**src/touch_consts.svh**
```systemverilog
`ifndef TOUCH_CONSTS_SVH
`define TOUCH_CONSTS_SVH

// cclk cycles per touch_clk half period
`define TOUCH_CLK_DIV_COUNT 25

// Serial frame layout, in touch_clk periods
`define TOUCH_FRAME_CLOCKS 24
`define TOUCH_CMD_BITS 8
`define TOUCH_BUSY_CLOCK 8
`define TOUCH_DATA_FIRST 9
`define TOUCH_DATA_BITS 12

// Frames averaged per channel, must stay a power of two
`define TOUCH_REPETITIONS 16
`define TOUCH_REP_SHIFT 4

// Command byte fields
// Bit 7 start, 6:4 address, 3 mode (0 = 12 bit), 2 ser/dfr (0 = diff), 1:0 power
`define TOUCH_CMD_START 1'b1
`define TOUCH_ADDR_X 3'b101
`define TOUCH_ADDR_Y 3'b001
`define TOUCH_ADDR_Z 3'b011
`define TOUCH_MODE_12BIT 1'b0
`define TOUCH_REF_DIFF 1'b0
`define TOUCH_PD_BITS 2'b00

`define TOUCH_CMD_X {`TOUCH_CMD_START, `TOUCH_ADDR_X, `TOUCH_MODE_12BIT, `TOUCH_REF_DIFF, `TOUCH_PD_BITS}
`define TOUCH_CMD_Y {`TOUCH_CMD_START, `TOUCH_ADDR_Y, `TOUCH_MODE_12BIT, `TOUCH_REF_DIFF, `TOUCH_PD_BITS}
`define TOUCH_CMD_Z {`TOUCH_CMD_START, `TOUCH_ADDR_Z, `TOUCH_MODE_12BIT, `TOUCH_REF_DIFF, `TOUCH_PD_BITS}

// Panel edge margins per axis
`define TOUCH_X_ADJ_MIN 12'h096
`define TOUCH_X_POST_ADJ_MAX 12'hF6E
`define TOUCH_Y_ADJ_MIN 12'h12C
`define TOUCH_Y_POST_ADJ_MAX 12'hED8

`endif

```
**src/touch_pkg.sv**
```systemverilog
`default_nettype none

package touch_pkg;

	// Measured channels in polling order
	typedef enum logic [1:0] {
		TOUCH_CH_X = 2'd0,
		TOUCH_CH_Y = 2'd1,
		TOUCH_CH_Z = 2'd2
	} touch_channel_e;

	function automatic touch_channel_e touch_next_channel(input touch_channel_e ch);
		case (ch)
			TOUCH_CH_X: return TOUCH_CH_Y;
			TOUCH_CH_Y: return TOUCH_CH_Z;
			default: return TOUCH_CH_X;
		endcase
	endfunction

endpackage

`default_nettype wire

```
**src/touch_channel_sequencer.sv**
```systemverilog
`default_nettype none

`include "touch_consts.svh"

module touch_channel_sequencer
	import touch_pkg::*;
(
	input wire cclk,
	input wire rstb,
	input wire frame_done,
	input wire frame_ok,
	output logic frame_start,
	output logic [7:0] cmd_byte,
	output touch_channel_e channel
);

	localparam logic [3:0] REP_LAST = 4'(`TOUCH_REPETITIONS - 1);

	logic started;
	logic [3:0] good_count;

	// Kick off the first frame, then one frame per completion
	always_ff @(posedge cclk) begin
		if (!rstb) begin
			started <= 1'b0;
			frame_start <= 1'b0;
		end else begin
			started <= 1'b1;
			frame_start <= !started || frame_done;
		end
	end

	// Channel stays put until sixteen good frames are in
	always_ff @(posedge cclk) begin
		if (!rstb) begin
			channel <= TOUCH_CH_X;
			good_count <= 4'd0;
		end else if (frame_done && frame_ok) begin
			if (good_count == REP_LAST) begin
				good_count <= 4'd0;
				channel <= touch_next_channel(channel);
			end else begin
				good_count <= good_count + 4'd1;
			end
		end
	end

	// Command for the channel being polled
	// Stable for the whole frame since channel only moves on frame_done
	always_comb begin
		case (channel)
			TOUCH_CH_X: cmd_byte = `TOUCH_CMD_X;
			TOUCH_CH_Y: cmd_byte = `TOUCH_CMD_Y;
			TOUCH_CH_Z: cmd_byte = `TOUCH_CMD_Z;
			default: cmd_byte = `TOUCH_CMD_X;
		endcase
	end

endmodule

`default_nettype wire

```
**src/touch_frame_engine.sv**
```systemverilog
`default_nettype none

`include "touch_consts.svh"

module touch_frame_engine (
	input wire cclk,
	input wire rstb,
	input wire frame_start,
	input wire [7:0] cmd_byte,
	input wire data_in,
	input wire touch_busy,
	output logic touch_clk,
	output logic touch_csb,
	output logic data_out,
	output logic frame_done,
	output logic [11:0] sample,
	output logic frame_ok
);

	localparam logic [4:0] DIV_LAST = 5'(`TOUCH_CLK_DIV_COUNT - 1);
	localparam logic [4:0] IDX_LAST = 5'(`TOUCH_FRAME_CLOCKS - 1);
	localparam logic [4:0] CMD_LAST = 5'(`TOUCH_CMD_BITS - 1);
	localparam logic [4:0] BUSY_IDX = 5'(`TOUCH_BUSY_CLOCK);
	localparam logic [4:0] DATA_FIRST = 5'(`TOUCH_DATA_FIRST);
	localparam logic [4:0] DATA_END = 5'(`TOUCH_DATA_FIRST + `TOUCH_DATA_BITS);

	logic active;
	logic [4:0] div_count;
	logic [4:0] clk_idx;
	logic [7:0] cmd_sr;
	logic [11:0] rx_sr;
	logic busy_seen;
	logic half_done;
	logic rise_now;
	logic fall_now;

	// One touch_clk half period has elapsed
	assign half_done = active && (div_count == DIV_LAST);
	assign rise_now = half_done && !touch_clk;
	assign fall_now = half_done && touch_clk;

	// Chip select is simply held low once out of reset
	always_ff @(posedge cclk) begin
		if (!rstb) begin
			touch_csb <= 1'b1;
		end else begin
			touch_csb <= 1'b0;
		end
	end

	// Frame control, clock divider and clock index
	always_ff @(posedge cclk) begin
		if (!rstb) begin
			active <= 1'b0;
			div_count <= 5'd0;
			clk_idx <= 5'd0;
			touch_clk <= 1'b0;
			frame_done <= 1'b0;
		end else begin
			frame_done <= 1'b0;
			if (!active) begin
				if (frame_start) begin
					active <= 1'b1;
					div_count <= 5'd0;
					clk_idx <= 5'd0;
				end
			end else if (half_done) begin
				div_count <= 5'd0;
				touch_clk <= !touch_clk;
				if (fall_now) begin
					if (clk_idx == IDX_LAST) begin
						active <= 1'b0;
						frame_done <= 1'b1;
					end else begin
						clk_idx <= clk_idx + 5'd1;
					end
				end
			end else begin
				div_count <= div_count + 5'd1;
			end
		end
	end

	// Command out, MSB first
	// First bit is set up at frame start, the rest move on falling edges
	always_ff @(posedge cclk) begin
		if (!rstb) begin
			data_out <= 1'b0;
			cmd_sr <= 8'd0;
		end else if (!active && frame_start) begin
			data_out <= cmd_byte[7];
			cmd_sr <= {cmd_byte[6:0], 1'b0};
		end else if (fall_now) begin
			if (clk_idx < CMD_LAST) begin
				data_out <= cmd_sr[7];
				cmd_sr <= {cmd_sr[6:0], 1'b0};
			end else begin
				data_out <= 1'b0;
			end
		end
	end

	// Busy check on rising edge of clock 8
	always_ff @(posedge cclk) begin
		if (!rstb) begin
			busy_seen <= 1'b0;
		end else if (!active && frame_start) begin
			busy_seen <= 1'b0;
		end else if (rise_now && clk_idx == BUSY_IDX) begin
			busy_seen <= touch_busy;
		end
	end

	// Result bits arrive MSB first on rising edges of clocks 9 to 20
	always_ff @(posedge cclk) begin
		if (rise_now && clk_idx >= DATA_FIRST && clk_idx < DATA_END) begin
			rx_sr <= {rx_sr[10:0], data_in};
		end
	end

	// Result registers, loaded with the done strobe
	always_ff @(posedge cclk) begin
		if (fall_now && clk_idx == IDX_LAST) begin
			sample <= rx_sr;
			frame_ok <= busy_seen;
		end
	end

endmodule

`default_nettype wire

```
**src/touch_result_averager.sv**
```systemverilog
`default_nettype none

`include "touch_consts.svh"

module touch_result_averager
	import touch_pkg::*;
(
	input wire cclk,
	input wire rstb,
	input wire frame_done,
	input wire frame_ok,
	input wire [11:0] sample,
	input touch_channel_e channel,
	output logic [11:0] x,
	output logic [11:0] y,
	output logic [11:0] z,
	output logic update,
	output logic [7:0] fault_count
);

	localparam logic [3:0] REP_LAST = 4'(`TOUCH_REPETITIONS - 1);

	logic [15:0] acc;
	logic [3:0] good_count;
	logic [15:0] sum_next;
	logic [15:0] avg_wide;
	logic [11:0] avg;

	// Sixteen 12-bit samples fit in 16 bits without overflow
	assign sum_next = acc + {4'd0, sample};
	assign avg_wide = sum_next >> `TOUCH_REP_SHIFT;
	assign avg = avg_wide[11:0];

	// Remove the edge margin, then cap at the axis ceiling
	function automatic logic [11:0] calibrate(
		input logic [11:0] raw,
		input logic [11:0] adj_min,
		input logic [11:0] post_max
	);
		logic [11:0] adj;
		adj = (raw < adj_min) ? 12'd0 : raw - adj_min;
		return (adj > post_max) ? post_max : adj;
	endfunction

	always_ff @(posedge cclk) begin
		if (!rstb) begin
			acc <= 16'd0;
			good_count <= 4'd0;
			x <= 12'd0;
			y <= 12'd0;
			z <= 12'd0;
			update <= 1'b0;
			fault_count <= 8'd0;
		end else begin
			update <= 1'b0;
			if (frame_done && frame_ok) begin
				if (good_count == REP_LAST) begin
					acc <= 16'd0;
					good_count <= 4'd0;
					update <= 1'b1;
					case (channel)
						TOUCH_CH_X: x <= calibrate(avg, `TOUCH_X_ADJ_MIN, `TOUCH_X_POST_ADJ_MAX);
						TOUCH_CH_Y: y <= calibrate(avg, `TOUCH_Y_ADJ_MIN, `TOUCH_Y_POST_ADJ_MAX);
						default: z <= avg;
					endcase
				end else begin
					acc <= sum_next;
					good_count <= good_count + 4'd1;
				end
			end else if (frame_done) begin
				// Missing busy, sample dropped
				if (fault_count != 8'hFF) begin
					fault_count <= fault_count + 8'd1;
				end
			end
		end
	end

endmodule

`default_nettype wire

```
**src/touchpad_controller.sv**
```systemverilog
`default_nettype none

module touchpad_controller
	import touch_pkg::*;
(
	input wire cclk,
	input wire rstb,
	input wire touch_busy,
	input wire data_in,
	output wire touch_clk,
	output wire touch_csb,
	output wire data_out,
	output wire [11:0] x,
	output wire [11:0] y,
	output wire [11:0] z,
	output wire update,
	output wire [7:0] fault_count
);

	wire frame_start;
	wire [7:0] cmd_byte;
	wire frame_done;
	wire frame_ok;
	wire [11:0] sample;
	touch_channel_e channel;

	// Channel order and command bytes
	touch_channel_sequencer u_sequencer (
		.cclk(cclk),
		.rstb(rstb),
		.frame_done(frame_done),
		.frame_ok(frame_ok),
		.frame_start(frame_start),
		.cmd_byte(cmd_byte),
		.channel(channel)
	);

	// Serial frames on the panel pins
	touch_frame_engine u_engine (
		.cclk(cclk),
		.rstb(rstb),
		.frame_start(frame_start),
		.cmd_byte(cmd_byte),
		.data_in(data_in),
		.touch_busy(touch_busy),
		.touch_clk(touch_clk),
		.touch_csb(touch_csb),
		.data_out(data_out),
		.frame_done(frame_done),
		.sample(sample),
		.frame_ok(frame_ok)
	);

	touch_result_averager u_averager (
		.cclk(cclk),
		.rstb(rstb),
		.frame_done(frame_done),
		.frame_ok(frame_ok),
		.sample(sample),
		.channel(channel),
		.x(x),
		.y(y),
		.z(z),
		.update(update),
		.fault_count(fault_count)
	);

endmodule

`default_nettype wire

```
**config.mk**
```make
export PLATFORM = sky130hd
export DESIGN_NAME = touchpad_controller
export DESIGN_NICKNAME = d
export VERILOG_FILES = /design/src/touch_pkg.sv /design/src/touch_channel_sequencer.sv /design/src/touch_frame_engine.sv /design/src/touch_result_averager.sv /design/src/touchpad_controller.sv
export VERILOG_INCLUDE_DIRS = /design/src
export SDC_FILE = /design/constraint.sdc
export NUM_CORES = 1
export LEC_CHECK = 0
export CAP_MARGIN = 20
export CORE_MARGIN = 3
export CORE_UTILIZATION = 60
export CTS_BUF_LIST = sky130_fd_sc_hd__clkbuf_8
export CTS_CLUSTER_DIAMETER = 40
export DETAILED_ROUTE_END_ITERATION = 6
export DONT_BUFFER_PORTS = 1
export PLACE_DENSITY_LB_ADDON = 0.3
export SYNTH_ARGS = -nofsm -noshare
export SYNTH_HDL_FRONTEND = slang
export SYNTH_SLANG_ARGS = --single-unit
```
**constraint.sdc**
```tcl
create_clock -name cclk -period 4.6 [get_ports cclk]
set_input_delay 0.23 -clock cclk [delete_from_list [all_inputs] [get_ports cclk]]
set_output_delay 0.23 -clock cclk [all_outputs]
set_load 0.01 [all_outputs]
```
==> flow_summary.ini, run 1 <==
[clock_tree]
cts_setup_buffers = 0
clk_latency_ns = 0.42
clk_pin_slew_worst_paths_ns = 0.07
cts_root_buf = clkbuf_8
cts_buffers = 17
cts_tree = built
cts_buffer_depth = 2
htreeDepth = 4
clkSinkCount = 117

[power]
cellPowerDensity_nw_per_um2 = 317
power_leakage_nw = 2.39
ir_drop_mv = 0.240

[timing]
slew_violations = 0
relSlewSlack_pct = 40.4
tightest_slew_ns = 0.891
max_freq_ghz = 0.232
hold_viol = 0
tns_ns = 0
rsz0062_at_grt = no
min_period_ns = 4.31
setup_viol = 0
period_share_pct = 93.6
hold_slack_ns = 0.0278
fin_skew_ns = 0.0124

[global_route]
grt_usage_pct = 26.7
antenna_found_initial = 0
grt_pass1_vias = 4941
grt-ovfl-total = 0
grt_max_degree = 43
grt_pass1_wl_mm = 23.9

[synth]
ys.flop_type = dfxtp_1
yosys.area.top_type = dfxtp_1
syn_avg_cell_area_sq_um = 9.01
synth_nets = 691
synth-edff-count = 25
ys_async_sr_fraction_pct = 0
ys_seq_elements = 117
synth_warnings = 0
syn-instance-count = 660
synth_area_leaders = dfxtp_1 31%, edfxtp_1 13%, ha_1 5.5%
synth-seq-area-share_pct = 43.6
synth_cell_types = 81
post-synth-top-area-fraction_pct = 31.0
netlist_area_sq_um = 5950

[drt]
drt_iter0_markers = 284
ant_nets = 0
drc = 0
detail_route.first_pass.iterations = 5
wl_mm = 14.7
wire_per_inst_um = 18.3
vias = 5028
vias_per_cell = 6.27

[floorplan]
die_area_sq_um = 11100
placementRows = 35
die_w_um = 106
io_pins = 52
core_area_sq_um = 9420
die_h_um = 106
start_util_pct = 63.2

[worst_setup_path]
cpPeakStageDelay_ns = 0.43
critical_path.slowest_cell = o41a_1
crit_type = register to register
startpoint_type = register
cp_max_fo = 7
critPathCaptureType = register
path_cells = ha_1 -> inv_1 -> fa_1 -> nand2b_1 -> a21o_1 -> a21boi_0 -> nor2_2 -> ha_1 -> nor4_1 -> a211oi_2 -> or3_1 -> o41a_1 -> a31oi_4 -> o221ai_2 -> a21o_1 -> a21oi_2
cp_data_required_time_ns = 4.96
cp.arrival_ns = 4.67

[run]
maxCapViolCount = 0

[placed_design]
dp_hpwl_mm = 10.4
portBuffers = 0
globalplace.congestion = 0.901

[final_layout]
multiInputGateArea_sq_um = 3180
layout-drive-gt1-share_pct = 8.62
layout_commonest_cell = dfxtp_1
final_nets = 692
fin_util_pct = 69.2
filler_cell_count = 737
final_cell_mix = 92 x dfxtp_1, 79 x nor2_1, 70 x nand2_1
regArea_sq_um = 2590
num_antenna_cells = 0
areaGrowthSynthToFinish_pct = 9.49

[min_path]
hp-class = input pin to register

[status]
outcome = finished clean
## cell type report
type	instances	share of cell area, %
clock buffer	21	4.44
clock inverter	10	2.00
inverter	18	1.04
multi-input combinational	496	48.8
sequential	117	39.8
tap	129	2.48
timing repair buffer	11	1.38
## Yosys cell counts, drive strengths merged (4+ instances only)
library cell,count
a311oi,5
clkbuf,23
a22oi,17
buf,6
nand3,20
xor2,16
ha,26
a21oi,48
edfxtp,25
nor3,20
nand4,10
or2,4
and3,5
nand2,70
dfxtp,92
a21boi,4
nor2,81
a21o,13
mux2i,7
o21a,4
xnor2,14
inv,18
and2,13
o211ai,5
a211oi,5
nand2b,5
a31oi,5
or3,6
o21ai,31
nor2b,5
## flip-flops by register name, indices dropped and copies added (netlist names), 2 cells and up
register / cells
u_averager.x: 12
u_engine.rx_sr: 12
u_engine.cmd_sr: 3
u_engine.clk_idx: 5
u_averager.acc: 16
u_sequencer.channel: 2
u_averager.fault_count: 8
u_averager.good_count: 4
u_sequencer.good_count: 4
u_averager.y: 12
u_engine.sample: 12
u_engine.div_count: 5
u_averager.z: 12
## worst paths after layout
check,cells after the start,from,end,slack (ns)
min,2,rstb,u_averager.y[2],0.03
max reg2reg,16,u_engine.sample[0],u_averager.x[6],0.29
min reg2reg,1,u_sequencer.started,u_sequencer.frame_start,0.41
max,16,u_engine.sample[0],u_averager.x[6],0.29
## routing by layer
metal	GRT usage (%)	wire, um	vias up
met3	6.55	1050	49
met5	0	0	-
li1	-	-	2396
met4	12.8	523	0
met2	45.3	7120	200
met1	31.6	6010	2383
## stage by stage
| stage | instance area, sq um | total power [mW] | setup slack (ns) | std cells |
|---|---|---|---|---|
| after detailed placement | 6040 | 1.11 | 0.332 | 767 |
| after floorplan | 5950 | 1.10 | 0.783 | 660 |
| after global placement | 6040 | 1.11 | 0.548 | 767 |
| final | 6510 | 2.07 | 0.294 | 802 |
| after global routing | 6510 | 2.13 | 0.0780 | 802 |
| after CTS | 6490 | 2.07 | 0.282 | 801 |
## worst max-delay path, delay by kind of cell, from the launching register on
kind	cells	cell delay (ns)
adder cells (fa/ha/maj)	3	0.88
AND/OR/NAND/NOR	4	1.13
AO/OA/AOI/OAI	8	1.84
flip-flops	1	0.33
buffers and inverters	1	0.07
## report_power, final
group	internal, mW	switching (mW)	leakage (nW)	total, mW
clock network	0.586	0.389	0.221	0.975
registers	1.05	0.00672	0.970	1.06
logic	0.0101	0.0240	1.20	0.0341
## repair_timing
item | in CTS | in global routing
setup endpoints to repair | 0 | 2
endpoints found under the hold margin | 13 | 0
resized for setup | 0 | 2
hold buffers | 3 | 0
## cell families (layout without fill, tap and decap cells)
logic type	after synthesis	after routing	synth area share (%)
compound gates	176	176	21.0
xor+xnor	30	30	4.80
fa+ha+maj	27	27	5.81
buf+inv	47	60	3.24
flops	117	117	43.6
mux	7	7	1.18
simple gates	256	256	20.3
Note: power is estimated with default switching activity, not from simulation.
==> inputs of run 2 (changes only) <==
--- a/config.mk
+++ b/config.mk
@@ -9,11 +9,12 @@
 export CAP_MARGIN = 20
 export CORE_MARGIN = 3
 export CORE_UTILIZATION = 60
-export CTS_BUF_LIST = sky130_fd_sc_hd__clkbuf_8
+export CTS_BUF_LIST = sky130_fd_sc_hd__clkbuf_4
 export CTS_CLUSTER_DIAMETER = 40
 export DETAILED_ROUTE_END_ITERATION = 6
 export DONT_BUFFER_PORTS = 1
 export PLACE_DENSITY_LB_ADDON = 0.3
+export SLEW_MARGIN = 15
 export SYNTH_ARGS = -nofsm -noshare
 export SYNTH_HDL_FRONTEND = slang
 export SYNTH_SLANG_ARGS = --single-unit
==> flow_summary.ini, run 2 (same netlist as run 1, synthesis figures left out) <==
[power]
ir_drop_mv = 0.254
cellPowerDensity_nw_per_um2 = 287
p_comb_share_pct = 1.9
total_power_mw = 1.83
power_leakage_nw = 2.32
p_int_mw = 1.44
swShare_pct = 21.5
clkPwrFrac_pct = 40.5
p_seq_share_pct = 57.7
switching_power_mw = 0.393

[min_path]
hp-class = input pin to register

[placed_design]
dp_hpwl_mm = 10.4
pre_cts_slack_ns = 0.332
globalplace.congestion = 0.901
portBuffers = 0
placedInstanceArea_sq_um = 6040

[timing]
period_share_pct = 93.6
setup_viol = 0
hold_viol = 0
rsz0062_at_grt = no
slew_violations = 0
tns_ns = 0
min_period_ns = 4.30
worst_slack_ns = 0.295
fin_skew_ns = 0.0197
tightest_slew_ns = 0.874
max_freq_ghz = 0.232
relSlewSlack_pct = 41.6

[final_layout]
fin_util_pct = 67.6
final_nets = 691
num_antenna_cells = 0
areaGrowthSynthToFinish_pct = 7.07
layout-drive-gt1-share_pct = 8.33
top_register = u_averager.acc
stdcell_area_sq_um = 6370
filler_cell_count = 767
largest_reg_flops = 16
final_cell_mix = 92 x dfxtp_1, 78 x nor2_1, 70 x nand2_1
layout_commonest_cell = dfxtp_1

[clock_tree]
cts_buffer_depth = 2
clk_pin_slew_worst_paths_ns = 0.11
clkSinkCount = 117
cts_buffers = 17
clk_latency_ns = 0.50
cts_setup_buffers = 0
cts_tree = built
cts_root_buf = clkbuf_4
htreeDepth = 4

[drt]
drt_iter0_markers = 290
vias = 5021
met2_length_mm = 6.89
wire_per_inst_um = 18.0
vias_per_cell = 6.27
drc = 0
wl_met1_mm = 6.03
wl_mm = 14.4
ant_nets = 0
detail_route.first_pass.iterations = 6
dr_wl_met3_um = 981
topRoutingLayerUsed = met4

[status]
outcome = finished clean

[worst_setup_path]
cp_num_buf_inv = 1
path_cells = ha_1 -> inv_1 -> fa_1 -> nand2b_1 -> a21o_1 -> a21boi_0 -> nor2_2 -> ha_1 -> nor4_1 -> a211oi_2 -> or3_1 -> o41a_1 -> a31oi_4 -> o221ai_2 -> a21o_1 -> a21oi_2
critPathTopFamily = compound AO/OA/AOI/OAI gates
startpoint_type = register
cp.arrival_ns = 4.75
cp_max_fo = 7
critical_path.slowest_cell = o41a_1
critPathCaptureType = register
cpPeakStageDelay_ns = 0.42
crit_type = register to register
cp_data_required_time_ns = 5.05

[global_route]
grt_max_degree = 43
antenna_found_initial = 1
grt-ovfl-total = 0
grt_pass1_wl_mm = 23.4
grt_usage_pct = 26.1
grt_pass1_vias = 4853

[floorplan]
placementRows = 35
die_area_sq_um = 11100
die_h_um = 106
io_pins = 52
core_area_sq_um = 9420
start_util_pct = 63.2
die_w_um = 106

[run]
maxCapViolCount = 0
run 2: changes by cell type in the layout (fill, tap and decap cells not counted):
cell / change
inv_1: -2
nor2_1: -1
buf_4: -1
nor2_2: +1
clkbuf_4: +19
clkinv_1: +4
clkbuf_8: -21
run 2: final timing paths:
check	from	end	slack, ns	cells past startpoint
max	u_engine.sample[0]	u_averager.x[6]	0.30	16
min	rstb	u_averager.x[4]	0.07	3
max reg2reg	u_engine.sample[0]	u_averager.x[6]	0.30	16
min reg2reg	u_sequencer.started	u_sequencer.frame_start	0.42	1
run 2: power groups by stage:
stage | Sequential (mW) | Clock (mW) | Combinational (mW)
after global placement | 1.08 | 0 | 0.0278
final | 1.06 | 0.741 | 0.0339
after floorplan | 1.08 | 0 | 0.0261
after global routing | 1.06 | 0.796 | 0.0383
after detailed placement | 1.08 | 0 | 0.0295
after CTS | 1.06 | 0.753 | 0.0337
run 2: tightest hold or removal path, cell delays in order:
cell	delay, ns
and3_1	0.18
nand2_1	0.07
o21ai_1	0.05
run 2: layout make-up:
| cell class | count | area, sq um | area share (%) |
|---|---|---|---|
| Clock buffer | 19 | 143 | 2.24 |
| Clock inverter | 12 | 138 | 2.16 |
| Inverter | 18 | 67.6 | 1.06 |
| Multi-Input combinational cell | 496 | 3180 | 50.0 |
| Sequential cell | 117 | 2590 | 40.7 |
| Tap cell | 129 | 161 | 2.53 |
| Timing Repair Buffer | 10 | 82.6 | 1.30 |
run 2: per-layer routing:
layer  track usage [%]  vias to the layer above
li1                  -                     2403
met1              31.6                     2379
met2              44.1                      197
met3              6.12                       42
met4              12.0                        0
met5                 0                        -
run 2: what timing repair did:
item                                    in CTS  in global routing
resized for setup                            0                  2
hold buffers                                 3                  0
endpoints found under the setup margin       0                  2
hold endpoints to repair                    18                  0
run 2: through the flow:
stage          hold WS (ns)  cells
3_3_place_gp          0.260    767
6_report             0.0708    801
3_5_place_dp          0.260    767
4_1_cts              0.0500    801
5_1_grt              0.0728    801
2_1_floorplan         0.258    660
==> inputs of run 3 (changes only) <==
--- a/config.mk
+++ b/config.mk
@@ -7,6 +7,7 @@
 export NUM_CORES = 1
 export LEC_CHECK = 0
 export CAP_MARGIN = 20
+export CORE_ASPECT_RATIO = 1.2
 export CORE_MARGIN = 3
 export CORE_UTILIZATION = 60
 export CTS_BUF_LIST = sky130_fd_sc_hd__clkbuf_4
==> constraint.sdc (replaced) <==
create_clock -name cclk -period 5.4 [get_ports cclk]
set_input_delay 0.27 -clock cclk [delete_from_list [all_inputs] [get_ports cclk]]
set_output_delay 0.27 -clock cclk [all_outputs]
set_load 0.01 [all_outputs]
==> flow_summary.ini, run 3 (same netlist as run 1, synthesis figures left out) <==
[timing]
setup_viol = 0
rsz0062_at_grt = no
slew_violations = 0
fin_skew_ns = 0.0176
max_freq_ghz = 0.228
tightest_slew_ns = 0.906
tns_ns = 0
hold_viol = 0
relSlewSlack_pct = 39.4
period_share_pct = 81.3
min_period_ns = 4.39

[final_layout]
filler_cell_count = 779
final_nets = 690
areaGrowthSynthToFinish_pct = 6.61
layout-drive-gt1-share_pct = 8.20
largest_reg_flops = 16
top_register = u_averager.acc
final_cell_mix = 92 x dfxtp_1, 79 x nor2_1, 70 x nand2_1
layout_commonest_cell = dfxtp_1
num_antenna_cells = 0
fin_util_pct = 66.0

[clock_tree]
cts_buffers = 17
cts_setup_buffers = 0
clk_pin_slew_worst_paths_ns = 0.11
clk_latency_ns = 0.54
cts_tree = built
cts_buffer_depth = 2
clkSinkCount = 117
cts_root_buf = clkbuf_4
htreeDepth = 4

[global_route]
grt_usage_pct = 25.5
grt_pass1_vias = 4824
grt-ovfl-total = 0
grt_pass1_wl_mm = 22.8
antenna_found_initial = 0
grt_max_degree = 44

[worst_setup_path]
crit_type = register to register
critPathCaptureType = register
cp.arrival_ns = 4.83
critPathTopFamily = compound AO/OA/AOI/OAI gates
cp_num_buf_inv = 1
cp_data_required_time_ns = 5.84
cpPeakStageDelay_ns = 0.47
path_cells = ha_1 -> inv_1 -> fa_1 -> nand2b_1 -> a21oi_1 -> nor3_1 -> nor2_1 -> ha_1 -> nor4_1 -> a211oi_2 -> o311ai_2 -> nor3b_1 -> o211a_1 -> o221ai_2 -> nor3_1 -> a221o_1
cp_max_fo = 7
startpoint_type = register
critical_path.slowest_cell = nor2_1

[status]
outcome = finished clean

[floorplan]
placementRows = 39
io_pins = 52
die_area_sq_um = 11100
start_util_pct = 61.9
die_w_um = 96.9
die_h_um = 115
core_area_sq_um = 9610

[drt]
ant_nets = 0
drt_iter0_markers = 347
vias = 4932
detail_route.first_pass.iterations = 6
vias_per_cell = 6.21
wire_per_inst_um = 17.7
wl_mm = 14.1
drc = 0

[power]
ir_drop_mv = 0.239
power_leakage_nw = 2.31
cellPowerDensity_nw_per_um2 = 247
total_power_mw = 1.56

[placed_design]
globalplace.congestion = 0.957
portBuffers = 0
dp_hpwl_mm = 10.2

[min_path]
hp-class = input pin to register

[run]
maxCapViolCount = 0
## run 3: per-layer routing
metal | wire length, um | vias to the layer above | track usage [%]
li1 | - | 2405 | -
met1 | 5760 | 2301 | 27.6
met2 | 6960 | 174 | 45.0
met3 | 793 | 52 | 7.77
met4 | 575 | 0 | 13.9
met5 | 0 | - | 0
## run 3: repair_timing
action,CTS,global route
gates resized for setup,0,0
hold endpoints to repair,18,0
hold buffers,3,0
endpoints found under the setup margin,0,0
## run 3: stage by stage
stage | cells | hold slack (ns) | setup slack [ns] | area [sq um]
global placement | 759 | 0.300 | 1.26 | 6020
floorplan | 660 | 0.298 | 1.58 | 5950
finish | 794 | 0.0800 | 1.01 | 6340
detailed placement | 759 | 0.299 | 1.14 | 6020
global route | 794 | 0.0705 | 0.649 | 6340
CTS | 793 | 0.0476 | 1.10 | 6330
## run 3: tightest hold or removal path, stage by stage
cell     delay, ns
and3_1        0.19
nand2_1       0.08
o21ai_1       0.05
## run 3: path summary, 6_finish.rpt
kind,startpoint,to,slack [ns],cells after the start
worst max register to register,u_averager.acc[0],u_averager.x[3],1.01,16
worst max-delay path,u_averager.acc[0],u_averager.x[3],1.01,16
worst min register to register,u_sequencer.started,u_sequencer.frame_start,0.41,1
worst min-delay path,rstb,u_averager.x[4],0.08,3
## run 3: cell type report
cell class	count	area, sq um	share of cell area, %
clock buffers	19	143	2.25
inverters	18	67.6	1.07
clock inverters	12	138	2.17
flip-flops and latches	117	2590	40.9
multi-input cells	496	3170	50.0
repair buffers	9	75.1	1.18
well taps	123	154	2.43
## run 3: power by group
part	internal [mW]	switching (mW)	leakage [nW]
clock	0.321	0.315	0.154
sequential	0.893	0.00548	0.970
combinational	0.00879	0.0199	1.19
